**config.mk**
```make
export PLATFORM = sky130hd
export DESIGN_NAME = fetchStage
export DESIGN_NICKNAME = d
export VERILOG_FILES = /design/src/common/cpuPkg.sv /design/src/hw/fetchStage.sv
export SDC_FILE = /design/constraint.sdc
export NUM_CORES = 1
export LEC_CHECK = 0
export ABC_AREA = 1
export BUFFER_PORTS_ARGS = -buffer_cell sky130_fd_sc_hd__buf_2
export CAP_MARGIN = 5
export CORE_UTILIZATION = 49
export CTS_BUF_LIST = sky130_fd_sc_hd__clkbuf_16
export CTS_CLUSTER_DIAMETER = 80
export CTS_CLUSTER_SIZE = 14
export DETAILED_ROUTE_END_ITERATION = 7
export GPL_ROUTABILITY_DRIVEN = 0
export PLACE_DENSITY = 0.79
export SYNTH_ARGS = -nofsm -noshare
export SYNTH_HDL_FRONTEND = slang
export SYNTH_SLANG_ARGS = --single-unit
export TNS_END_PERCENT = 10
```
**constraint.sdc**
```tcl
create_clock -name clk -period 1.4 [get_ports clk]
set_clock_uncertainty 0.05 [all_clocks]
set_input_delay 0.35 -clock clk [delete_from_list [all_inputs] [get_ports clk]]
set_output_delay 0.35 -clock clk [all_outputs]
set_load 0.02 [all_outputs]
```
**src/common/cpuPkg.sv**
```systemverilog
package cpuPkg;

    localparam int DATA_WIDTH = 16;
    localparam int REG_COUNT = 8;
    localparam int DMEM_DEPTH = 256;
    localparam int DMEM_ADDR_WIDTH = $clog2(DMEM_DEPTH);
    localparam int RETURN_REG = 7;

    // Codes 13 to 15 are left unnamed and retire as no-ops
    typedef enum logic [3:0] {
        RTYPE = 4'd0,
        ADDI  = 4'd1,
        ANDI  = 4'd2,
        LW    = 4'd3,
        SW    = 4'd4,
        BEQ   = 4'd5,
        BLT   = 4'd6,
        LUI   = 4'd7,
        LLI   = 4'd8,
        J     = 4'd9,
        JAL   = 4'd10,
        RET   = 4'd11,
        HALT  = 4'd12
    } opcodeE;

    typedef enum logic [2:0] {
        ADD = 3'd0,
        SUB = 3'd1,
        AND = 3'd2,
        OR  = 3'd3,
        XOR = 3'd4,
        SLT = 3'd5,
        SLL = 3'd6,
        SRL = 3'd7
    } aluFuncE;

    typedef enum logic [1:0] {
        REGFILE,
        FROM_EX,
        FROM_RES
    } forwardE;

    typedef struct packed {
        logic                  valid;
        logic [DATA_WIDTH-1:0] instruction;
        logic [DATA_WIDTH-1:0] npc;
    } fetchT;

    typedef struct packed {
        logic                  valid;
        opcodeE                opcode;
        aluFuncE               func;
        logic [2:0]            rd;
        logic                  writes;
        logic [DATA_WIDTH-1:0] a;
        logic [DATA_WIDTH-1:0] b;
        logic [DATA_WIDTH-1:0] storeData;
        logic [DATA_WIDTH-1:0] imm;
        logic [DATA_WIDTH-1:0] branchTarget;
        logic [DATA_WIDTH-1:0] npc;
    } decodeT;

    typedef struct packed {
        logic                  valid;
        opcodeE                opcode;
        logic [2:0]            rd;
        logic                  writes;
        logic [DATA_WIDTH-1:0] aluOut;
        logic [DATA_WIDTH-1:0] storeData;
    } executeT;

    typedef struct packed {
        logic                  valid;
        logic [2:0]            rd;
        logic [DATA_WIDTH-1:0] data;
    } writebackT;

    typedef struct packed {
        logic                  valid;
        logic [DATA_WIDTH-1:0] addr;
        logic [DATA_WIDTH-1:0] data;
    } storeT;

    // Stores and branches read rd through the second register port
    function automatic logic usesRdSource(input opcodeE op);
        return op inside {SW, BEQ, BLT};
    endfunction

endpackage

```
**src/hw/fetchStage.sv**
```systemverilog
module fetchStage (
    input  logic          clk,
    input  logic          arstN,
    input  logic          stall,
    input  logic          flush,
    input  logic          redirect,
    input  logic          stop,
    input  logic [15:0]   redirectPc,
    input  logic [15:0]   imemData,
    output logic [15:0]   imemAddr,
    output cpuPkg::fetchT fetchOut
);

    logic [15:0] pc;
    logic stopped;
    logic holdPc;

    assign imemAddr = pc;
    assign holdPc = stall || stopped || stop;

    always_ff @(posedge clk or negedge arstN) begin
        if (!arstN) begin
            pc <= '0;
            stopped <= 1'b0;
            fetchOut <= '0;
        end else begin
            // Redirect wins over any hold
            if (redirect) begin
                pc <= redirectPc;
            end else if (!holdPc) begin
                pc <= pc + 16'd1;
            end

            // A HALT that is being flushed must not stop fetch
            if (stop && !flush) begin
                stopped <= 1'b1;
            end

            if (flush) begin
                fetchOut.valid <= 1'b0;
            end else if (!stall) begin
                fetchOut.valid <= !(stopped || stop);
                fetchOut.instruction <= imemData;
                fetchOut.npc <= pc + 16'd1;
            end
        end
    end

endmodule

```
==> out/metrics.csv <==
metric,value,unit
finalCritPeriodShare,0.999,
yosys_warnings,0,
rsz0062_at_grt,yes,
hold_class,input port to async pin,
grt_max_degree,51,
detail-route-antenna-nets,0,
post-route-drc-count,0,
htreeDepth,2,
irDropWorstVdd,0.608,mV
violations,negative hold slack,
ctsLongestPathBuffers,2,
dp_hpwl,4210,um
synth-compound-area-share,0.0676,
multi_input_area,1050,um^2
wl_per_cell,12.5,um
yosysSeqAreaShare,0.520,
critPathCaptureType,primary output,
die_w,72.1,um
finalCriticalPeriod,1.40,ns
synthSimpleGateAreaFrac,0.312,
grt_usage,0.239,
core_area,4720,um^2
finalHoldWorstSlack,-0.00763,ns
status,finished with violations,
place_ws,0.00225,ns
worstMarginPinSlew,0.611,ns
crit_type,flip-flop to primary output,
totalNegativeSetupSlack,0,ns
vias_per_cell,4.90,
drive_above_1_share,0.341,
hold_viol,8,
synth_xor_area_frac,0.0255,
grt_first_pass_wirelength,9490,um
start_util,0.510,
overflow,0,
critical_path_required,1.00,ns
cts_made_buffers,5,
ys_ff_latch,50,
grt_pass1_vias,2104,
p_int,2770,uW
synthMuxAreaShare,0,
placed_cell_area,3000,um^2
combPwrFrac,0.225,
die_h,72.1,um
use_met1,0.308,
gr-usage-met3,0.0389,
slew_viol_final,0,
netlist_instances,309,
final_area,3250,um^2
dp_cells,466,
p_clk_frac,0.341,
register_area,1260,um^2
num_rows,25,
clkSlewWorstSetupHoldPaths,0.06,ns
synth_top_family_by_area,simple AND/OR/NAND/NOR gates,
slew_headroom,0.592,
hold_buffers,0,
wl,5960,um
p_switching,1200,uW
numPortBuffers,86,
synth_largest_area_cell,dfrtp_1,
io_pins,87,
dr.first_iter.drc_count,179,
dieArea,5200,um^2
area_growth,35.2,%
switching_share,0.303,
netlist.area_leader.share,0.520,
antenna_found_initial,0,
clk_latency,0.29,ns
p_per_area,1220,nW/um^2
seqPwrFrac,0.434,
max_cap_viol_count,0,
vias,2326,
cts_tree,built,
firstDrtPassIters,4,
stdcell_count,475,
cp_data_arrival_time,1.00,ns
grt_busiest_layer,met2,
setup_violations,0,
netlist-cell-type-count,21,
cts_sinks,50,
syn_nets,348,
num_antenna_cells,0,
fillers,377,
setup_slack,0.00102,ns
p_leak,0.00182,uW
synth_fa_ha_area_frac,0.00520,
critPathMaxFanout,4,
use_met2,0.396,
yosys-top-cells-area,"dfrtp_1 (52%), nand2_1 (22%), inv_1 (4.8%)",
nNetsFinal,446,
root_buffer,clkbuf_16,
avgSynthCellArea,7.79,um^2
syn-cell-area,2410,um^2
max_freq,715,MHz
critPathLaunchType,flip-flop,
[sequential cells by signal, summed over array words and instances (netlist names)]
name / count
imemAddr: 16
stopped: 1
fetchOut: 33
[worst paths after layout]
kind	slack, ns	to	depth (start not counted)	start
worst min-delay path	-0.008	fetchOut[19]$_DFFE_PN0P_	2	arstN
worst min register to register	0.42	fetchOut[1]$_DFFE_PN0P_	2	fetchOut[1]$_DFFE_PN0P_
worst max-delay path	0.001	imemAddr[1]	2	imemAddr[1]$_DFFE_PN0P_
max in group asynchronous	1.06	imemAddr[4]$_DFFE_PN0P_	2	arstN
min in group clk	0.21	fetchOut[19]$_DFFE_PN0P_	3	imemData[3]
worst max register to register	0.04	fetchOut[5]$_DFFE_PN0P_	5	imemAddr[0]$_DFFE_PN0P_
[synth_stat cells (all sizes together)]
library cell    n
nand2         145
dfrtp          50
inv            33
o21ai          21
nand3          19
nor2           16
buf             7
xor2            7
o211ai          3
clkbuf          2
nand4           2
o21bai          2
a21oi           1
ha              1
[metrics by stage]
stage | power [uW] | utilization
6_report | 3980 | 0.689
3_3_place_gp | 2590 | 0.636
2_1_floorplan | 2240 | -
4_1_cts | 3970 | 0.673
5_1_grt | 4160 | 0.689
3_5_place_dp | 2620 | 0.636
[routing by layer]
| layer | up-vias | part of all wire | routed length (um) |
|---|---|---|---|
| li1 | 1144 | - | - |
| met3 | 13 | 0.064 | 380 |
| met2 | 109 | 0.47 | 2830 |
| met5 | - | 0 | 0 |
| met1 | 1060 | 0.44 | 2610 |
| met4 | 0 | 0.023 | 138 |
[critical path, cell delays in order, from the launching register on]
cell and delay, ns:
dfrtp_2 0.41, buf_4 0.15, buf_4 0.15
[cells in the final DEF (no fill, tap or decap), types with 8 or more instances in the layout]
cell	netlist	final
buf_4	0	14
o21ai_0	17	17
inv_1	31	32
nand3_1	17	17
buf_2	7	82
nor2_2	4	8
dfrtp_1	50	46
nand2_1	140	139
[cell type report]
| type | instances | area share |
|---|---|---|
| clock inverters | 3 | 0.0127 |
| flip-flops and latches | 50 | 0.386 |
| multi-input cells | 217 | 0.321 |
| repair buffers | 100 | 0.178 |
| well taps | 67 | 0.0258 |
| inverters | 33 | 0.0381 |
| clock buffers | 5 | 0.0384 |
[power groups by stage]
stage	Sequential (uW)	Combinational [uW]	Clock, uW
floorplan	1970	277	0
global placement	1740	849	0
detailed placement	1750	866	0
CTS	1720	877	1370
global route	1750	982	1430
finish	1730	895	1350
[kinds of logic after synthesis]
| logic type | Yosys count |
|---|---|
| and+or+nand+nor | 182 |
| adders and majority gates | 1 |
| xor gates and xnor gates | 7 |
| buffers and inverters | 42 |
| DFF | 50 |
| AOI/OAI and AO/OA | 27 |
[timing repair]
action	CTS	global route
endpoints found under the setup margin	3	26
resized for setup	2	20
setup buffers	1	0
pin swaps	0	1
(Power assumes the default switching activity.)
