<file path="src/common/cpuPkg.sv">
package cpuPkg;

    localparam int DATA_WIDTH = 16;
    localparam int REG_COUNT = 8;
    localparam int DMEM_DEPTH = 256;
    localparam int DMEM_ADDR_WIDTH = $clog2(DMEM_DEPTH);
    localparam int RETURN_REG = 7;

    // Codes 13 to 15 are left unnamed and retire as no-ops
    typedef enum logic [3:0] {
        RTYPE = 4'd0,
        ADDI  = 4'd1,
        ANDI  = 4'd2,
        LW    = 4'd3,
        SW    = 4'd4,
        BEQ   = 4'd5,
        BLT   = 4'd6,
        LUI   = 4'd7,
        LLI   = 4'd8,
        J     = 4'd9,
        JAL   = 4'd10,
        RET   = 4'd11,
        HALT  = 4'd12
    } opcodeE;

    typedef enum logic [2:0] {
        ADD = 3'd0,
        SUB = 3'd1,
        AND = 3'd2,
        OR  = 3'd3,
        XOR = 3'd4,
        SLT = 3'd5,
        SLL = 3'd6,
        SRL = 3'd7
    } aluFuncE;

    typedef enum logic [1:0] {
        REGFILE,
        FROM_EX,
        FROM_RES
    } forwardE;

    typedef struct packed {
        logic                  valid;
        logic [DATA_WIDTH-1:0] instruction;
        logic [DATA_WIDTH-1:0] npc;
    } fetchT;

    typedef struct packed {
        logic                  valid;
        opcodeE                opcode;
        aluFuncE               func;
        logic [2:0]            rd;
        logic                  writes;
        logic [DATA_WIDTH-1:0] a;
        logic [DATA_WIDTH-1:0] b;
        logic [DATA_WIDTH-1:0] storeData;
        logic [DATA_WIDTH-1:0] imm;
        logic [DATA_WIDTH-1:0] branchTarget;
        logic [DATA_WIDTH-1:0] npc;
    } decodeT;

    typedef struct packed {
        logic                  valid;
        opcodeE                opcode;
        logic [2:0]            rd;
        logic                  writes;
        logic [DATA_WIDTH-1:0] aluOut;
        logic [DATA_WIDTH-1:0] storeData;
    } executeT;

    typedef struct packed {
        logic                  valid;
        logic [2:0]            rd;
        logic [DATA_WIDTH-1:0] data;
    } writebackT;

    typedef struct packed {
        logic                  valid;
        logic [DATA_WIDTH-1:0] addr;
        logic [DATA_WIDTH-1:0] data;
    } storeT;

    // Stores and branches read rd through the second register port
    function automatic logic usesRdSource(input opcodeE op);
        return op inside {SW, BEQ, BLT};
    endfunction

endpackage

</file>
<file path="src/hw/hazardUnit.sv">
module hazardUnit (
    input  cpuPkg::fetchT   decodeIn,
    input  cpuPkg::decodeT  exStage,
    input  cpuPkg::executeT resStage,
    output cpuPkg::forwardE fwdA,
    output cpuPkg::forwardE fwdB,
    output logic            stall,
    output logic            flushDecode,
    output logic            flushExecute,
    input  logic            jumpTaken,
    input  logic            branchTaken
);

    cpuPkg::opcodeE decOp;
    logic [2:0] srcA;
    logic [2:0] srcB;
    logic exWrites;
    logic resWrites;
    logic loadUse;
    logic retWait;

    // Youngest producer first, then the result stage, then the register file
    function automatic cpuPkg::forwardE pickSource(input logic [2:0] src);
        if (exWrites && exStage.opcode != cpuPkg::LW && exStage.rd == src) begin
            return cpuPkg::FROM_EX;
        end else if (resWrites && resStage.rd == src) begin
            return cpuPkg::FROM_RES;
        end
        return cpuPkg::REGFILE;
    endfunction

    assign decOp = cpuPkg::opcodeE'(decodeIn.instruction[15:12]);
    assign srcA = decodeIn.instruction[8:6];
    assign srcB = cpuPkg::usesRdSource(decOp) ? decodeIn.instruction[11:9] :
                  decodeIn.instruction[5:3];

    assign exWrites = exStage.valid && exStage.writes;
    assign resWrites = resStage.valid && resStage.writes;

    always_comb begin
        fwdA = pickSource(srcA);
        fwdB = pickSource(srcB);
    end

    assign loadUse = decodeIn.valid && exWrites && exStage.opcode == cpuPkg::LW &&
                     (exStage.rd == srcA || exStage.rd == srcB);

    // RET reads r7 straight from the register file
    assign retWait = decodeIn.valid && decOp == cpuPkg::RET &&
                     ((exWrites && exStage.rd == 3'(cpuPkg::RETURN_REG)) ||
                      (resWrites && resStage.rd == 3'(cpuPkg::RETURN_REG)));

    // A taken branch discards decode, so there is nothing left to hold
    assign stall = (loadUse || retWait) && !branchTaken;
    assign flushDecode = jumpTaken || branchTaken;
    assign flushExecute = branchTaken;

    always_comb begin
        assert final (!(stall && (flushDecode || flushExecute)))
            else $error("Stall and flush requested for the same pipeline register");
    end

endmodule

</file>
<file path="config.mk">
export PLATFORM = sky130hd
export DESIGN_NAME = hazardUnit
export DESIGN_NICKNAME = d
export VERILOG_FILES = /design/src/common/cpuPkg.sv /design/src/hw/hazardUnit.sv
export SDC_FILE = /design/constraint.sdc
export NUM_CORES = 1
export LEC_CHECK = 0
export BUFFER_PORTS_ARGS = -buffer_cell sky130_fd_sc_hd__buf_2
export CORE_AREA = 3 3 73 75
export DETAILED_ROUTE_END_ITERATION = 10
export DIE_AREA = 0 0 76 78
export GPL_TIMING_DRIVEN = 1
export PLACE_DENSITY = 0.58
export SLEW_MARGIN = 15
export SYNTH_ARGS = -nofsm -noshare
export SYNTH_HDL_FRONTEND = slang
export SYNTH_SLANG_ARGS = --single-unit
export TNS_END_PERCENT = 30
</file>
<file path="constraint.sdc">
create_clock -name vclk -period 3.8
set_input_delay 0.76 -clock vclk [all_inputs]
set_output_delay 0.76 -clock vclk [all_outputs]
set_load 0.01 [all_outputs]
</file>
==> summary.md <==
| Metric | Value |
|---|---|
| First-pass GRT wire length | `2490 um` |
| WHS Endpoint | `flushExecute` |
| Post-placement setup slack | `1.042 ns` |
| DP Cell Count | `154` |
| P_leak | `0.2957 nW` |
| Vias | `497` |
| Arr. time, crit path | `2.04 ns` |
| Hold path start | `branchTaken` |
| Ys Warns | `0` |
| Period utilisation layout | `0.7357` |
| Placement Rows | `25` |
| Final hold viol count | `0` |
| CTS Hold Bufs | `0` |
| Power per cell area | `90.15 nW/um^2` |
| Area leader, netlist | `xor2_1` |
| CP required | `3.04 ns` |
| Die Ht | `78 um` |
| Worst-path cell chain | `buf_2 > nand2_1 > nand3b_4 > mux2i_1 > nor2_1 > nor4_2 > buf_2` |
| Crit Path Max Fanout | `6` |
| Critical path class | `in2out` |
| I/O Buffers | `37` |
| Final core utilization | `0.1319` |
| Hold crit path type | `in2out` |
| Antenna cells | `0` |
| Clock Buffer Count | `0` |
| Largest net degree at the start of global routing | `7` |
| Post-Route WL | `1658 um` |
| DIE WIDTH | `76 um` |
| Leading cell type in the layout, fill and taps excluded | `buf_2` |
| Syn Std Cell Area | `361.6 um^2` |
| VDD IR max | `0.01784 mV` |
| Seq. cell area | `0 um^2` |
| Syn nets | `235` |
| Syn Inst Count | `51` |
| Post-placement cell area | `623.1 um^2` |
| Max frequency | `357.7 MHz` |
| Worst slew pin tran | `0.2853 ns` |
| IO Pins | `191` |
| # Post-CTS Setup Buffers | `0` |
| Clock share of power | `0` |
| DR DRC count | `0` |
| Sequential share of power | `0` |
| Most frequent cells in the layout | `buf_2, xor2_1, xnor2_1` |
| Sum Neg Setup Slack | `0 ns` |
| Final worst setup slack | `1.004 ns` |
| Seq_cells | `0` |
| Switching Share | `0.4962` |
| DR iter-0 viols | `14` |
| Type of origin of the critical path | `input port` |
| Nets | `273` |
| Logic pwr share | `1.000` |
| Slew Limit Fails | `0` |
| Initial antenna violation count | `0` |
| CP dominant cell by count | `buf_2` |
| Critical path's top delay family | `simple AND/OR/NAND/NOR gates` |
| Post_cts resized | `0` |
| Layout cell share with drive strength beyond 1 | `0.4828` |
| WL per Instance | `10.77 um` |
| Post-route ant nets | `0` |
| Initial Util | `0.07656` |
| Multi-input gate area | `342.8 um^2` |
| Syn_area_per_cell | `7.090 um^2` |
| Non-Filler Cell Area, Final | `623.1 um^2` |
| Fin crit period | `2.796 ns` |
| Max incr delay on CP | `0.35 ns` |
| Cell Int Power | `0.02830 mW` |
| 1st-pass router iterations | `4` |
| Total congestion overflow | `0` |
| Gp weighted congestion | `0.8153` |
| Worst Setup End Kind | `primary output` |
| Post-synthesis sequential area ratio | `0` |
| Setup-failing EPs final | `0` |
| Synth top area cells | `xor2_1, xnor2_1, nand3_1` |
| Finished Layout Cells | `154` |
| Unrepaired setup endpoints after global routing | `false` |
| Max_slew headroom | `0.8080` |
| Global Route Usage Sum | `0.05241` |
| Synth cell types | `23` |
| Die ar. | `5928 um^2` |
| Sum of buffers and inverters on the critical path | `2` |
| Placeable Area | `4723 um^2` |
| Psw | `0.02787 mW` |
| Detailed placer's ending HPWL | `1556 um` |
| Area Growth Syn to Fin | `72.32%` |
| Vias per std cell | `3.227` |
| Status | `completed` |
| Vias in the first global route | `446` |
| Fillers | `547` |
| WHS Path Cells | `2` |
| Top cell type's share of synthesized area | `0.1696` |
| Slowest stage cell, crit path | `nor4_2` |
| Number of max-cap violations | `0` |
==> cell type report <==
class / instances / area share
inverter: 3 / 0.01807
tap: 67 / 0.1345
multi-input combinational: 47 / 0.5502
timing repair buffer: 37 / 0.2972
==> routing by layer <==
metal / up-vias / part of all wire / wire length, um / GRT usage
met2: 27 / 0.37 / 612 / 0.06826
met1: 215 / 0.51 / 838 / 0.08414
met3: 0 / 0.12 / 207 / 0.01856
li1: 255 / - / - / -
met4: 0 / 0 / 0 / 0
met5: - / 0 / 0 / 0
==> synthesized netlist by cell type <==
cell type and instances:
xor2_1 7, xnor2_1 6, nand2_1 5, nand3_1 5, nor2_1 4, inv_1 3
mux2i_1 2, nand4b_1 2, nor3_1 2, o21ai_0 2, a211o_1 1, a221oi_1 1
a31oi_1 1, and3_2 1, buf_4 1, mux2_1 1, nand3b_4 1, nor3b_1 1
nor4_1 1, nor4_2 1, o221a_2 1, or2_0 1, or2_2 1
==> power groups by stage <==
stage | Clock [mW] | Sequential, mW | Combinational (mW)
after detailed placement | 0 | 0 | 0.0564
final | 0 | 0 | 0.0562
after CTS | 0 | 0 | 0.0566
after global routing | 0 | 0 | 0.0623
after floorplan | 0 | 0 | 0.0278
after global placement | 0 | 0 | 0.0559
==> worst max path at each step <==
stage               slack (ns)         start  cells past startpoint       to
finish                    1.00  decodeIn[28]                      7  fwdB[1]
global route              0.90   exStage[98]                      7  fwdB[1]
CTS                       1.04  decodeIn[28]                      7  fwdB[1]
detailed placement        1.04  decodeIn[28]                      7  fwdB[1]
global placement          1.04  decodeIn[28]                      7  fwdB[1]
floorplan                 1.38  decodeIn[28]                      5  fwdB[1]
==> kinds of logic after synthesis <==
| kind of cell | count (synthesis) | share of synthesized area |
|---|---|---|
| AND/OR/NAND/NOR | 25 | 0.4222 |
| AO/OA/AOI/OAI | 6 | 0.1246 |
| XOR/XNOR | 13 | 0.3149 |
| multiplexers | 3 | 0.08651 |
| buffers and inverters | 4 | 0.05191 |
==> per-stage QoR <==
| stage | hold WS [ns] | total power [mW] |
|---|---|---|
| after floorplan | 1.612 | 0.02777 |
| after global placement | 1.792 | 0.05591 |
| after detailed placement | 1.787 | 0.05635 |
| after CTS | 1.789 | 0.05658 |
| after global routing | 1.809 | 0.06232 |
| final | 1.787 | 0.05617 |
Power figures use the tool's default switching activity.
