==> src/common/cpuPkg.sv <==
package cpuPkg;

    localparam int DATA_WIDTH = 16;
    localparam int REG_COUNT = 8;
    localparam int DMEM_DEPTH = 256;
    localparam int DMEM_ADDR_WIDTH = $clog2(DMEM_DEPTH);
    localparam int RETURN_REG = 7;

    // Codes 13 to 15 are left unnamed and retire as no-ops
    typedef enum logic [3:0] {
        RTYPE = 4'd0,
        ADDI  = 4'd1,
        ANDI  = 4'd2,
        LW    = 4'd3,
        SW    = 4'd4,
        BEQ   = 4'd5,
        BLT   = 4'd6,
        LUI   = 4'd7,
        LLI   = 4'd8,
        J     = 4'd9,
        JAL   = 4'd10,
        RET   = 4'd11,
        HALT  = 4'd12
    } opcodeE;

    typedef enum logic [2:0] {
        ADD = 3'd0,
        SUB = 3'd1,
        AND = 3'd2,
        OR  = 3'd3,
        XOR = 3'd4,
        SLT = 3'd5,
        SLL = 3'd6,
        SRL = 3'd7
    } aluFuncE;

    typedef enum logic [1:0] {
        REGFILE,
        FROM_EX,
        FROM_RES
    } forwardE;

    typedef struct packed {
        logic                  valid;
        logic [DATA_WIDTH-1:0] instruction;
        logic [DATA_WIDTH-1:0] npc;
    } fetchT;

    typedef struct packed {
        logic                  valid;
        opcodeE                opcode;
        aluFuncE               func;
        logic [2:0]            rd;
        logic                  writes;
        logic [DATA_WIDTH-1:0] a;
        logic [DATA_WIDTH-1:0] b;
        logic [DATA_WIDTH-1:0] storeData;
        logic [DATA_WIDTH-1:0] imm;
        logic [DATA_WIDTH-1:0] branchTarget;
        logic [DATA_WIDTH-1:0] npc;
    } decodeT;

    typedef struct packed {
        logic                  valid;
        opcodeE                opcode;
        logic [2:0]            rd;
        logic                  writes;
        logic [DATA_WIDTH-1:0] aluOut;
        logic [DATA_WIDTH-1:0] storeData;
    } executeT;

    typedef struct packed {
        logic                  valid;
        logic [2:0]            rd;
        logic [DATA_WIDTH-1:0] data;
    } writebackT;

    typedef struct packed {
        logic                  valid;
        logic [DATA_WIDTH-1:0] addr;
        logic [DATA_WIDTH-1:0] data;
    } storeT;

    // Stores and branches read rd through the second register port
    function automatic logic usesRdSource(input opcodeE op);
        return op inside {SW, BEQ, BLT};
    endfunction

endpackage

==> src/decode/decodeStage.sv <==
module decodeStage (
    input  logic              clk,
    input  logic              arstN,
    input  cpuPkg::fetchT     fetchIn,
    input  logic              stall,
    input  logic              flush,
    input  cpuPkg::forwardE   fwdA,
    input  cpuPkg::forwardE   fwdB,
    input  logic [15:0]       exForward,
    input  cpuPkg::writebackT resForward,
    input  logic [15:0]       rdataA,
    input  logic [15:0]       rdataB,
    input  logic [15:0]       r7,
    output logic [2:0]        raddrA,
    output logic [2:0]        raddrB,
    output logic              jumpTaken,
    output logic              haltSeen,
    output logic [15:0]       jumpTarget,
    output cpuPkg::decodeT    decodeOut
);

    cpuPkg::opcodeE opcode;
    logic [2:0] rdField;
    logic [2:0] rs1Field;
    logic [2:0] rs2Field;
    logic [5:0] imm6;
    logic [7:0] imm8;
    logic knownOp;
    logic writesReg;
    logic isJump;
    logic [15:0] immExt;
    logic [15:0] opA;
    logic [15:0] opB;
    cpuPkg::decodeT nextDecode;

    function automatic logic [15:0] selectOperand(input cpuPkg::forwardE sel,
                                                  input logic [15:0] regValue);
        case (sel)
            cpuPkg::FROM_EX: return exForward;
            cpuPkg::FROM_RES: return resForward.data;
            default: return regValue;
        endcase
    endfunction

    assign opcode = cpuPkg::opcodeE'(fetchIn.instruction[15:12]);
    assign rdField = fetchIn.instruction[11:9];
    assign rs1Field = fetchIn.instruction[8:6];
    assign rs2Field = fetchIn.instruction[5:3];
    assign imm6 = fetchIn.instruction[5:0];
    assign imm8 = fetchIn.instruction[7:0];
    assign knownOp = fetchIn.instruction[15:12] <= 4'(cpuPkg::HALT);

    assign raddrA = rs1Field;
    assign raddrB = cpuPkg::usesRdSource(opcode) ? rdField : rs2Field;

    always_comb begin
        case (opcode)
            cpuPkg::ANDI: immExt = {10'd0, imm6};
            cpuPkg::LUI: immExt = {imm8, 8'd0};
            cpuPkg::LLI: immExt = {8'd0, imm8};
            default: immExt = {{10{imm6[5]}}, imm6};
        endcase
    end

    // r0 destinations are dropped here so nothing downstream forwards them
    always_comb begin
        case (opcode)
            cpuPkg::RTYPE, cpuPkg::ADDI, cpuPkg::ANDI,
            cpuPkg::LW, cpuPkg::LUI, cpuPkg::LLI: writesReg = rdField != 3'd0;
            cpuPkg::JAL: writesReg = 1'b1;
            default: writesReg = 1'b0;
        endcase
    end

    always_comb begin
        opA = selectOperand(fwdA, rdataA);
        opB = selectOperand(fwdB, rdataB);
    end

    assign isJump = opcode inside {cpuPkg::J, cpuPkg::JAL, cpuPkg::RET};
    assign jumpTaken = fetchIn.valid && isJump && !stall && !flush;
    assign jumpTarget = (opcode == cpuPkg::RET) ? r7 :
                        {fetchIn.npc[15:12], fetchIn.instruction[11:0]};
    assign haltSeen = fetchIn.valid && opcode == cpuPkg::HALT;

    assign nextDecode = '{
        valid: fetchIn.valid && knownOp,
        opcode: opcode,
        func: cpuPkg::aluFuncE'(fetchIn.instruction[2:0]),
        rd: (opcode == cpuPkg::JAL) ? 3'(cpuPkg::RETURN_REG) : rdField,
        writes: fetchIn.valid && knownOp && writesReg,
        a: opA,
        b: opB,
        storeData: opB,
        imm: immExt,
        branchTarget: immExt + fetchIn.npc,
        npc: fetchIn.npc
    };

    always_ff @(posedge clk or negedge arstN) begin
        if (!arstN) begin
            decodeOut <= '0;
        end else if (stall || flush) begin
            // Bubble, operands keep their last value
            decodeOut.valid <= 1'b0;
            decodeOut.writes <= 1'b0;
        end else begin
            decodeOut <= nextDecode;
        end
    end

    assert property (@(posedge clk) disable iff (!arstN)
        decodeOut.valid |-> (decodeOut.opcode <= cpuPkg::HALT))
        else $error("Unknown opcode %0d issued to execute", decodeOut.opcode);

endmodule

==> config.mk <==
export PLATFORM = sky130hd
export DESIGN_NAME = decodeStage
export DESIGN_NICKNAME = d
export VERILOG_FILES = /design/src/common/cpuPkg.sv /design/src/decode/decodeStage.sv
export SDC_FILE = /design/constraint.sdc
export NUM_CORES = 1
export LEC_CHECK = 0
export ABC_CLOCK_PERIOD_IN_PS = 2800
export BUFFER_PORTS_ARGS = -buffer_cell sky130_fd_sc_hd__buf_2
export CAP_MARGIN = 20
export CORE_AREA = 10 10 117 119
export DETAILED_ROUTE_END_ITERATION = 12
export DIE_AREA = 0 0 127 129
export PLACE_DENSITY_LB_ADDON = 0.12
export SLEW_MARGIN = 10
export SYNTH_ARGS = -nofsm -noshare
export SYNTH_HDL_FRONTEND = slang
export SYNTH_SLANG_ARGS = --single-unit
==> constraint.sdc <==
create_clock -name clk -period 2.8 [get_ports clk]
set_clock_uncertainty 0.05 [all_clocks]
set_input_delay 0.56 -clock clk [delete_from_list [all_inputs] [get_ports clk]]
set_output_delay 0.56 -clock clk [all_outputs]
set_load 0.1 [all_outputs]
==> impl_metrics.toml <==
[outcome]
outcome = "finished, final reports clean"

[synth]
netlist_instances = 582
synth_edf_count = 0
syn_area_um2 = 5200
synth-simple-area-share = 0.152
async_flop_share = 1.00
synthAdderAreaFrac = 0.0495
synth_top_family_by_area = "compound AO/OA/AOI/OAI gates"
synthTopCellsByCount = "nand2_1, dfrtp_1, o21ai_0, nor2_1, a21oi_1"
synth_top_cell_area_share = 0.442
yosysWarnings = 0
yosysMostFrequentCell = "nand2_1"
muxShareOfSynthArea = 0.0736
ys_seq_elements = 92
synth_cell_types = 43
synth_fp_nets = 727
synthXorXnorAreaFrac = 0.0252
synthTopCellsByArea = "dfrtp_1, nand2_1, mux2_2, o21ai_0, a22oi_1"
ys_seq_area_frac = 0.442
synth_compound_area_frac = 0.197
synth_area_leader_cell = "dfrtp_1"
synthFlopType = "dfrtp_1"
avgSynthCellArea_um2 = 8.94

[die]
placementRows = 39
dieHeight_um = 129
dieArea_um2 = 16400
start_util = 0.460
core-area_um2 = 11300
io_pins = 257
die_w_um = 127

[place]
dpl.hpwl_um = 15600
gp_congestion = 0.945
io_buffers = 252
dpl_cell_area_um2 = 7140

[clocking]
clock_sinks = 92
cts_root_buffer = "clkbuf_16"
clock_latency_ns = 0.34
clk_path_buf_depth = 2
clk_pin_slew_ns = 0.07
cts_buffers = 9
post_cts_buffers = 0
cts_tree = "built"
htree_levels = 3
ctsHoldBuffers = 0

[setup_path]
critPathRequiredTime_ns = 2.96
reg2reg_from = "decodeOut[39]"
r2r_slack_ns = 1.95
rr_endpoint = "decodeOut[39]"
cp.arrival_ns = 2.91
crit_start = "fetchIn[29]"
cp_slowest_cell = "or4b_4"
cp_max_fo = 5
critPathKind = "input pin to flop"
crit_chain = "buf_2 -> or4b_4 -> o311a_4 -> a21o_1 -> ha_4 -> a21o_1 -> a2111o_1 -> o22ai_2 -> xor2_1 -> a21oi_1"
critPathCaptureType = "flop"
cpMostUsedCell = "a21o_1"
crit_end = "decodeOut[31]"
slowest_delay_ns = 0.56
r2r_cells = 1
worstSetupStartpointType = "input pin"

[route]
drc = 0
viasPerCell = 5.28
drtPass1Iterations = 5
via_count = 5230
dr.first_iter.drc_count = 355
routedWlPerCell_um = 19.7
routed_wl_um = 19500
final_antenna_net_count = 0

[timing]
grt_setup_unrepaired = "yes"
report.final.slew_viol_count = 0
finalSetupViolCount = 0
worst_hold_slack_ns = 0.204
finalHoldViolCount = 0
tightestPinTransition_ns = 0.883
finalCritPeriodShare = 0.980
period_needed_ns = 2.74
max_freq_mhz = 364
relSlewSlack = 0.411
setup_tns_ns = 0

[grt]
grt_pass1_vias = 5379
grt_pass1_wl_um = 29600
grt_overflow = 0
track_usage = 0.226
antenna_found_initial = 1
grt_max_degree = 90

[final_layout]
area_growth_syn_to_layout_pct = 43.9
final_area_um2 = 7490
drive_gt1_frac = 0.453
fillers = 976
top_register = "decodeOut"
largest_register_ffs = 92
final_nets = 987
top_regs = "decodeOut: 92 flops"

[pwr]
p_int_uw = 2870
p_switching_uw = 3280
clkPwrFrac = 0.203
powerDensity_nw_per_um2 = 821
peakVddDrop_mv = 0.763
p_leak_uw = 0.00392
combinationalPowerShare = 0.527
swShare = 0.533
pwr-share-seq = 0.270

[min_path]
hold_path_class = "input pin to async pin"

[job]
maxCapViolations = 0
==> per-stage QoR <==
step | utilization | total power, µW | setup slack [ns] | instances
after global routing | 0.661 | 6380 | -0.0304 | 990
after CTS | 0.658 | 6170 | 0.00606 | 989
final | 0.662 | 6150 | 0.0556 | 991
after floorplan | - | 4210 | -0.0864 | 582
after global placement | 0.630 | 4890 | -0.349 | 973
after detailed placement | 0.630 | 4920 | -0.390 | 973
==> cells in the final DEF (no fill, tap or decap), types with 2 or more instances in the layout <==
cell          n
buf_2       235
nand2_1     133
dfrtp_1      92
o21ai_0      51
buf_4        50
nor2_1       42
a21oi_1      38
mux2_2       34
a22oi_1      32
buf_12       18
ha_1         13
xor2_1       11
clkbuf_16     9
a21o_1        8
inv_1         6
nor2b_1       6
ha_4          6
a21o_2        5
a31oi_1       4
xnor2_1       4
o21ai_1       3
or2_4         2
and3_1        2
a21oi_2       2
a21boi_0      2
a211oi_1      2
a2111o_1      2
o21a_1        2
and2_1        2
a21oi_4       2
clkinvlp_4    2
clkinv_4      2
==> routing by layer <==
layer,routed length (µm),GRT usage,vias up
met4,414,0.0864,0
met2,9510,0.377,224
met5,0,0,-
met1,7850,0.269,2453
li1,-,-,2526
met3,1730,0.0694,27
==> layout make-up <==
cell class | count | area (µm²) | area share
antenna | 1 | 2.50 | 0.000334
clock buffer | 9 | 225 | 0.0301
clock inverter | 7 | 76.3 | 0.0102
inverter | 6 | 22.5 | 0.00301
multi-input combinational | 430 | 2770 | 0.370
sequential | 92 | 2300 | 0.307
tap | 143 | 179 | 0.0239
timing repair buffer | 303 | 1910 | 0.255
==> logic make-up (layout without fill, tap and decap cells) <==
kind of cell / count (synthesis) / count (layout)
other: 0 / 1
xor gates and xnor gates: 15 / 15
adders and majority gates: 20 / 20
DFF: 92 / 92
muxes: 34 / 34
AOI/OAI and AO/OA: 165 / 166
buffers and inverters: 61 / 325
and+or+nand+nor: 195 / 195
==> power by group through the flow <==
stage	combinational (µW)	sequential [µW]	clock, µW
6_report	3240	1660	1250
5_1_grt	3380	1680	1320
4_1_cts	3250	1660	1270
3_5_place_dp	3240	1680	0
3_3_place_gp	3220	1670	0
2_1_floorplan	994	3220	0
==> worst min-delay path by stage <==
stage                       start  slack, ns            end  cells past startpoint
CTS                         arstN       0.23  decodeOut[60]                      1
global placement    decodeOut[97]       0.40  decodeOut[97]                      2
detailed placement  decodeOut[16]       0.41  decodeOut[16]                      2
finish                      arstN       0.20  decodeOut[60]                      1
floorplan                   arstN       0.21   decodeOut[0]                      0
global route                arstN       0.25  decodeOut[54]                      1
==> what timing repair did <==
action,4_1_cts,5_1_grt
gates resized for setup,2,6
cloned,0,1
pin swaps,0,3
setup endpoints to repair,2,23
==> worst max-delay path, delay by kind of cell <==
| family | cells | cell delay, ns |
|---|---|---|
| AOI/OAI and AO/OA | 6 | 1.26 |
| and+or+nand+nor | 1 | 0.56 |
| adders and majority gates | 1 | 0.23 |
| xor gates and xnor gates | 1 | 0.19 |
| buffers and inverters | 1 | 0.11 |
Note: power is estimated with default switching activity, not from simulation.
