==> src/common/cpuPkg.sv <==
package cpuPkg;

    localparam int DATA_WIDTH = 16;
    localparam int REG_COUNT = 8;
    localparam int DMEM_DEPTH = 256;
    localparam int DMEM_ADDR_WIDTH = $clog2(DMEM_DEPTH);
    localparam int RETURN_REG = 7;

    // Codes 13 to 15 are left unnamed and retire as no-ops
    typedef enum logic [3:0] {
        RTYPE = 4'd0,
        ADDI  = 4'd1,
        ANDI  = 4'd2,
        LW    = 4'd3,
        SW    = 4'd4,
        BEQ   = 4'd5,
        BLT   = 4'd6,
        LUI   = 4'd7,
        LLI   = 4'd8,
        J     = 4'd9,
        JAL   = 4'd10,
        RET   = 4'd11,
        HALT  = 4'd12
    } opcodeE;

    typedef enum logic [2:0] {
        ADD = 3'd0,
        SUB = 3'd1,
        AND = 3'd2,
        OR  = 3'd3,
        XOR = 3'd4,
        SLT = 3'd5,
        SLL = 3'd6,
        SRL = 3'd7
    } aluFuncE;

    typedef enum logic [1:0] {
        REGFILE,
        FROM_EX,
        FROM_RES
    } forwardE;

    typedef struct packed {
        logic                  valid;
        logic [DATA_WIDTH-1:0] instruction;
        logic [DATA_WIDTH-1:0] npc;
    } fetchT;

    typedef struct packed {
        logic                  valid;
        opcodeE                opcode;
        aluFuncE               func;
        logic [2:0]            rd;
        logic                  writes;
        logic [DATA_WIDTH-1:0] a;
        logic [DATA_WIDTH-1:0] b;
        logic [DATA_WIDTH-1:0] storeData;
        logic [DATA_WIDTH-1:0] imm;
        logic [DATA_WIDTH-1:0] branchTarget;
        logic [DATA_WIDTH-1:0] npc;
    } decodeT;

    typedef struct packed {
        logic                  valid;
        opcodeE                opcode;
        logic [2:0]            rd;
        logic                  writes;
        logic [DATA_WIDTH-1:0] aluOut;
        logic [DATA_WIDTH-1:0] storeData;
    } executeT;

    typedef struct packed {
        logic                  valid;
        logic [2:0]            rd;
        logic [DATA_WIDTH-1:0] data;
    } writebackT;

    typedef struct packed {
        logic                  valid;
        logic [DATA_WIDTH-1:0] addr;
        logic [DATA_WIDTH-1:0] data;
    } storeT;

    // Stores and branches read rd through the second register port
    function automatic logic usesRdSource(input opcodeE op);
        return op inside {SW, BEQ, BLT};
    endfunction

endpackage

==> src/hw/regFile.sv <==
module regFile (
    input  logic              clk,
    input  logic              arstN,
    input  logic [2:0]        raddrA,
    input  logic [2:0]        raddrB,
    input  cpuPkg::writebackT wr,
    output logic [15:0]       rdataA,
    output logic [15:0]       rdataB,
    output logic [15:0]       r7
);

    logic [cpuPkg::DATA_WIDTH-1:0] regs [cpuPkg::REG_COUNT];
    logic writeEn;

    assign writeEn = wr.valid && (wr.rd != 3'd0);

    always_ff @(posedge clk or negedge arstN) begin
        if (!arstN) begin
            for (int i = 0; i < cpuPkg::REG_COUNT; i++) begin
                regs[i] <= '0;
            end
        end else if (writeEn) begin
            regs[wr.rd] <= wr.data;
        end
    end

    // Write-through so a reader in the same cycle sees the new value
    assign rdataA = (writeEn && wr.rd == raddrA) ? wr.data : regs[raddrA];
    assign rdataB = (writeEn && wr.rd == raddrB) ? wr.data : regs[raddrB];
    assign r7 = (writeEn && wr.rd == 3'(cpuPkg::RETURN_REG)) ?
                wr.data : regs[cpuPkg::RETURN_REG];

    // r0 reads as zero on both ports whatever the pipeline retires
    assert property (@(posedge clk) disable iff (!arstN)
        (raddrA == 3'd0) |-> (rdataA == '0))
        else $error("r0 read back nonzero on port A");

    assert property (@(posedge clk) disable iff (!arstN)
        (raddrB == 3'd0) |-> (rdataB == '0))
        else $error("r0 read back nonzero on port B");

endmodule

==> config.mk <==
export PLATFORM = sky130hd
export DESIGN_NAME = regFile
export DESIGN_NICKNAME = d
export VERILOG_FILES = /design/src/common/cpuPkg.sv /design/src/hw/regFile.sv
export SDC_FILE = /design/constraint.sdc
export NUM_CORES = 1
export LEC_CHECK = 0
export BUFFER_PORTS_ARGS = -buffer_cell sky130_fd_sc_hd__clkbuf_2
export CAP_MARGIN = 40
export CORE_UTILIZATION = 60
export CTS_BUF_LIST = sky130_fd_sc_hd__clkbuf_16
export DETAILED_ROUTE_END_ITERATION = 10
export HOLD_SLACK_MARGIN = 0.15
export PLACE_DENSITY_LB_ADDON = 0.3
export SLEW_MARGIN = 5
export SYNTH_ARGS = -nofsm -noshare
export SYNTH_HDL_FRONTEND = slang
export SYNTH_SLANG_ARGS = --single-unit
export TNS_END_PERCENT = 5
==> constraint.sdc <==
create_clock -name clk -period 2.9 [get_ports clk]
set_input_delay 0.58 -clock clk [delete_from_list [all_inputs] [get_ports clk]]
set_output_delay 0.58 -clock clk [all_outputs]
set_load 0.02 [all_outputs]
==> impl_metrics.csv, run 1 <==
group,metric,value,unit
worst_setup_path,path_max_fanout,9,
die,dieArea,12700,um^2
routing,detail-route-antenna-nets,0,
timing,finalClockSkew,0,ns
routing,dr.pass1.iters,4,
worst_setup_path,cp.arrival,2.24,ns
power,p_leak,3.74,nW
final_layout,nets,565,
final_layout,syn_to_final_growth,16.2,%
worst_setup_path,r2r_setup_slack,2.08,ns
global_route,grt_max_degree,54,
die,io_pins,76,
yosys,synth_common_cells,"182 x mux2_2, 128 x dfrtp_1, 64 x mux4_2",
yosys,yosysMostFrequentCell,"mux2_2",
final_layout,utilization,71.5,%
yosys,avgSynthCellArea,15.5,um^2
timing,rsz0062_at_grt,"true",
worst_setup_path,r2r-start,"regs[5]",
die,rows,40,
worst_setup_path,start_kind,"input port",
timing,relSlewSlack,52.1,%
worst_setup_path,critPathMaxStageDelay,0.36,ns
timing,setup_viol,0,
global_route,gr-total-overflow,0,
clock_network,cts_sinks,128,
placed_design,dpl.hpwl,10.9,mm
yosys,yosysSeqAreaShare,43.6,%
yosys,ys.warnings.count,0,
worst_setup_path,slowest_stage,"or3_1",
routing,drt-wirelength-per-cell,24.0,um
yosys,synthDistinctLibCells,23,
yosys,synth_seq_cells,128,
timing,period_needed,2.82,ns
timing,worst_slack,0.0756,ns
clock_network,clk_pin_slew,0.05,ns
placed_design,pre_cts_slack,0.0471,ns
timing,period_share,97.4,%
power,ir_worst_vdd,0.000514,V
worst_setup_path,cp.required,2.32,ns
power,power.density,699,nW/um^2
clock_network,cts_max_level,4,
clock_network,numCtsBuffers,17,
worst_setup_path,crit_family,"buffers and inverters",
global_route,grt_pass1_wl,26.5,mm
power,power.total,5.97,mW
min_path,min_path_type,"input port to async pin",
routing,finalWirelength,16.7,mm
worst_setup_path,cp.depth,7,
worst_setup_path,worstRegToRegCells,1,
yosys,synth_edf_count,0,
yosys,yosysTopAreaCellShare,43.6,%
final_layout,diodes,0,
yosys,synth_largest_area_cell,"dfrtp_1",
global_route,track_usage,28.6,%
die,dieWidth,113,um
die,die_h,113,um
yosys,synth_area_leaders,"dfrtp_1 44%, mux2_2 28%, mux4_2 20%",
routing,vias,4461,
global_route,grt_pass1_vias,4707,
routing,via_per_inst,6.41,
placed_design,portBuffers,75,
worst_setup_path,worstPathCellList,"clkbuf_2, a31oi_1, or3_1, a21oi_4, buf_4, mux2_2, clkbuf_2",
clock_network,cts_tree,"built",
final_layout,regMostFlops,"regs",
status,status,"finished, final reports clean",
yosys,synthesis.nets,503,
routing,route.detailed.drc,0,
final_layout,largest_reg_flops,128,
worst_setup_path,cp.buffers_inverters,3,
clock_network,worstSkewPairLatency,0.41,ns
clock_network,cts-root-buf,"clkbuf_16",
worst_setup_path,crit_type,"input port to primary output",
timing,whs,0.210,ns
worst_setup_path,cp_common_cell,"clkbuf_2",
routing,first_iter_violations,249,
timing,timing_hold_violations_final,0,
timing,drv_slew,0,
job,timing.max_cap.violations,0,
worst_setup_path,worstSetupEndpointType,"primary output",
yosys,syn_inst,475,
timing,worst_pin_slew,0.718,ns
die,initial_utilization,61.5,%
die,core_area,12000,um^2
timing,max_freq,0.354,GHz
yosys,netlist_area,7350,um^2
yosys,ys.flop_type,"dfrtp_1",
timing,setup_tns,0,ns
placed_design,place_congestion,0.783,
final_layout,drive_gt1_share,72.5,%
clock_network,cts_buffer_depth,2,
global_route,antenna_found_initial,0,
worst_setup_path,r2r-end,"regs[5]",
final_layout,top_regs,"regs (128)",
yosys,ys_async_sr_fraction,100,%
[cell usage in the layout (no fill, tap or decap)]
cell / count
a31oi_1: 1
a211oi_2: 1
nand4b_1: 3
clkbuf_4: 1
mux4_2: 64
mux2_2: 182
o211ai_4: 1
inv_1: 4
clkinv_2: 6
nor4bb_4: 2
buf_6: 1
clkinv_1: 3
nand4_1: 1
and3_1: 1
nor3_2: 1
or3_1: 1
mux2_4: 10
bufinv_16: 1
buf_4: 27
nand2_1: 3
nand3_1: 1
clkbuf_16: 17
buf_12: 10
clkbuf_2: 73
dfrtp_1: 128
xnor2_1: 4
a21oi_4: 1
or3b_1: 1
[report_power, final]
| part | switching [mW] | leakage [nW] | internal, mW |
|---|---|---|---|
| registers | 0.279 | 1.57 | 2.14 |
| logic | 0.707 | 1.90 | 0.977 |
| clock network | 0.737 | 0.273 | 1.14 |
[worst max path at each step]
stage,startpoint,end,slack (ns)
6_report,wr[17],rdataA[5],0.08
5_1_grt,raddrA[0],rdataA[13],-0.01
4_1_cts,raddrB[0],rdataB[5],0.03
3_5_place_dp,wr[17],rdataA[9],0.05
3_3_place_gp,raddrA[0],rdataA[7],0.08
2_1_floorplan,raddrA[0],rdataA[10],0.27
[area by class of cell]
class / instances / area [um^2]
Clock buffer: 17 / 425
Clock inverter: 14 / 86.3
Fill cell: 782 / 3410
Multi-Input combinational cell: 278 / 3860
Sequential cell: 128 / 3200
Tap cell: 147 / 184
Timing Repair Buffer: 112 / 787
[routing by layer]
layer / wire (um) / GRT usage [%] / part of all wire, % / up-vias
met4: 323 / 12.3 / 1.9 / 0
met5: 0 / 0 / 0 / -
li1: - / - / - / 1933
met2: 8590 / 45.6 / 52 / 116
met3: 641 / 5.52 / 3.8 / 20
met1: 7120 / 39.1 / 43 / 2392
[per-stage QoR]
stage               std cells  cell area [um^2]
finish                    696              8550
global route              696              8550
CTS                       696              8540
detailed placement        665              8030
global placement          665              8030
floorplan                 475              7350
[timing repair]
item,in CTS,in global routing
setup buffers,0,0
resized for setup,0,3
hold buffers,0,0
endpoints found under the setup margin,0,10
[kinds of logic (layout without fill, tap and decap cells)]
logic type                after synthesis  count (layout)  synth area share (%)
DFF                                   128             128                  43.6
muxes                                 256             256                  49.5
xor gates and xnor gates                4               4                 0.476
and+or+nand+nor                        14              14                  1.36
AOI/OAI and AO/OA                       4               4                 0.766
buffers and inverters                  69             143                  4.34
(Power assumes the default switching activity.)
==> run 2: changes to the inputs <==
--- a/config.mk
+++ b/config.mk
@@ -7,6 +7,7 @@
 export LEC_CHECK = 0
 export BUFFER_PORTS_ARGS = -buffer_cell sky130_fd_sc_hd__clkbuf_2
 export CAP_MARGIN = 40
+export CORE_ASPECT_RATIO = 0.7
 export CORE_UTILIZATION = 60
 export CTS_BUF_LIST = sky130_fd_sc_hd__clkbuf_16
 export DETAILED_ROUTE_END_ITERATION = 10
==> constraint.sdc (replaced) <==
create_clock -name clk -period 2.8 [get_ports clk]
set_input_delay 0.56 -clock clk [delete_from_list [all_inputs] [get_ports clk]]
set_output_delay 0.56 -clock clk [all_outputs]
set_load 0.02 [all_outputs]
==> run 2 against run 1 <==
  * Non-clock buffer count decreased by 1
  * Hold slack got worse by 0.049 ns
  * Clock-buffer cell count unchanged
  * Critical path depth decreased by 1
  * First-iteration DRC count increased by 24%
  * Sequential share of layout area decreased by 0.43 points
==> impl_metrics.csv, run 2 (synthesized netlist as in run 1, its figures left out) <==
group,metric,value,unit
global_route,grt_max_degree,48,
final_layout,diodes,0,
routing,first_iter_violations,308,
final_layout,nets,564,
routing,dr.pass1.iters,4,
power,p_sw_share,29.4,%
final_layout,largest_reg_flops,128,
die,io_pins,76,
timing,worst_pin_slew,0.703,ns
final_layout,top_regs,"regs (128)",
power,p_seq_share,38.9,%
worst_setup_path,cp.required,2.24,ns
timing,timing_hold_violations_final,0,
timing,rsz0062_at_grt,"false",
placed_design,portBuffers,75,
timing,worst_slack,0.0601,ns
final_layout,layout_common_cells,"182 x mux2_2, 128 x dfrtp_1, 72 x clkbuf_2",
status,status,"finished, final reports clean",
routing,vias,4547,
final_layout,drive_gt1_share,73.2,%
timing,period_needed,2.74,ns
power,power.density,742,nW/um^2
timing,drv_slew,0,
final_layout,utilization,73.2,%
die,rows,33,
final_layout,regMostFlops,"regs",
worst_setup_path,slowest_stage,"mux4_2",
global_route,track_usage,29.6,%
global_route,grt_pass1_wl,27.2,mm
timing,whs,0.162,ns
die,dieArea,12700,um^2
clock_network,numCtsBuffers,17,
global_route,antenna_found_initial,0,
timing,finalClockSkew,0,ns
timing,setup_viol,0,
clock_network,cts_max_level,4,
global_route,gr-total-overflow,0,
power,power.total,6.41,mW
timing,period_share,97.9,%
power,p_leak,3.75,nW
clock_network,cts_sinks,128,
die,die_h,94.6,um
final_layout,final_cells,706,
min_path,min_path_type,"input port to async pin",
routing,detail-route-antenna-nets,0,
timing,setup_tns,0,ns
placed_design,place_congestion,0.772,
worst_setup_path,start_kind,"input port",
placed_design,dpl-instance-area,8040,um^2
worst_setup_path,crit_type,"input port to primary output",
job,timing.max_cap.violations,0,
final_layout,final_cell_area,8650,um^2
power,clockPowerShare,33.6,%
routing,drt-wirelength-per-cell,24.6,um
placed_design,dp.cells,673,
clock_network,cts_buffer_depth,2,
routing,via_per_inst,6.44,
timing,max_freq,0.365,GHz
power,internal_power,4.53,mW
worst_setup_path,critPathMaxStageDelay,0.50,ns
power,ir_worst_vdd,0.000500,V
die,core_area,11800,um^2
placed_design,pre_cts_slack,0.0368,ns
placed_design,dpl.hpwl,11.1,mm
worst_setup_path,worstPathCellList,"clkbuf_4, clkbuf_16, mux4_2, mux2_2, mux2_2, clkbuf_2",
die,initial_utilization,62.3,%
power,p_switching,1.88,mW
clock_network,cts-root-buf,"clkbuf_16",
power,p_comb_share,27.5,%
worst_setup_path,worstSetupEndpointType,"primary output",
worst_setup_path,path_max_fanout,10,
global_route,grt_pass1_vias,4769,
clock_network,clk_pin_slew,0.06,ns
final_layout,final_common_cell,"mux2_2",
routing,route.detailed.drc,0,
timing,relSlewSlack,52.9,%
worst_setup_path,cp.arrival,2.18,ns
worst_setup_path,cp_common_cell,"mux2_2",
final_layout,syn_to_final_growth,17.6,%
routing,finalWirelength,17.3,mm
clock_network,cts_tree,"built",
die,dieWidth,134,um
clock_network,worstSkewPairLatency,0.42,ns
-- run 2: layout make-up --
| type | count | area [um^2] |
|---|---|---|
| multi-input cells | 278 | 3860 |
| clock buffers | 17 | 425 |
| fillers | 763 | 3160 |
| repair buffers | 111 | 813 |
| clock inverters | 15 | 146 |
| flip-flops and latches | 128 | 3200 |
| well taps | 157 | 196 |
-- run 2: path summary, 6_finish.rpt --
| path | from | endpoint | slack, ns | depth (start not counted) |
|---|---|---|---|---|
| max | raddrA[0] | rdataA[7] | 0.06 | 6 |
| min | arstN | regs[56] | 0.16 | 1 |
| max in group asynchronous | arstN | regs[82] | 1.80 | 2 |
| min reg2reg | regs[122] | regs[122] | 0.39 | 0 |
| max reg2reg | regs[45] | regs[45] | 1.98 | 1 |
| min in group clk | regs[122] | regs[122] | 0.39 | 0 |
-- run 2: repair_timing --
item / CTS / global route
gates resized for setup: 0 / 5
hold buffers: 0 / 0
buffers inserted: 0 / 0
setup endpoints to repair: 0 / 15
endpoints found under the hold margin: 0 / 0
-- run 2: critical path: cells and delay by family --
family   cells  cell delay, ns
buf+inv      3            0.56
mux          3            1.05
-- run 2: metal layers --
layer	up-vias	wire, um	share of wire (%)	GRT usage [%]
li1	1940	-	-	-
met1	2399	7380	43	39.3
met2	187	8600	50	48.4
met3	21	1160	6.7	8.00
met4	0	199	1.1	8.90
met5	-	0	0	0
-- run 2: power by group through the flow --
stage | logic (mW) | clock network [mW] | registers (mW)
5_1_grt | 1.88 | 2.25 | 2.54
4_1_cts | 1.77 | 2.18 | 2.48
3_5_place_dp | 1.75 | 0 | 2.51
2_1_floorplan | 1.35 | 0 | 2.41
3_3_place_gp | 1.70 | 0 | 2.46
6_report | 1.76 | 2.15 | 2.50
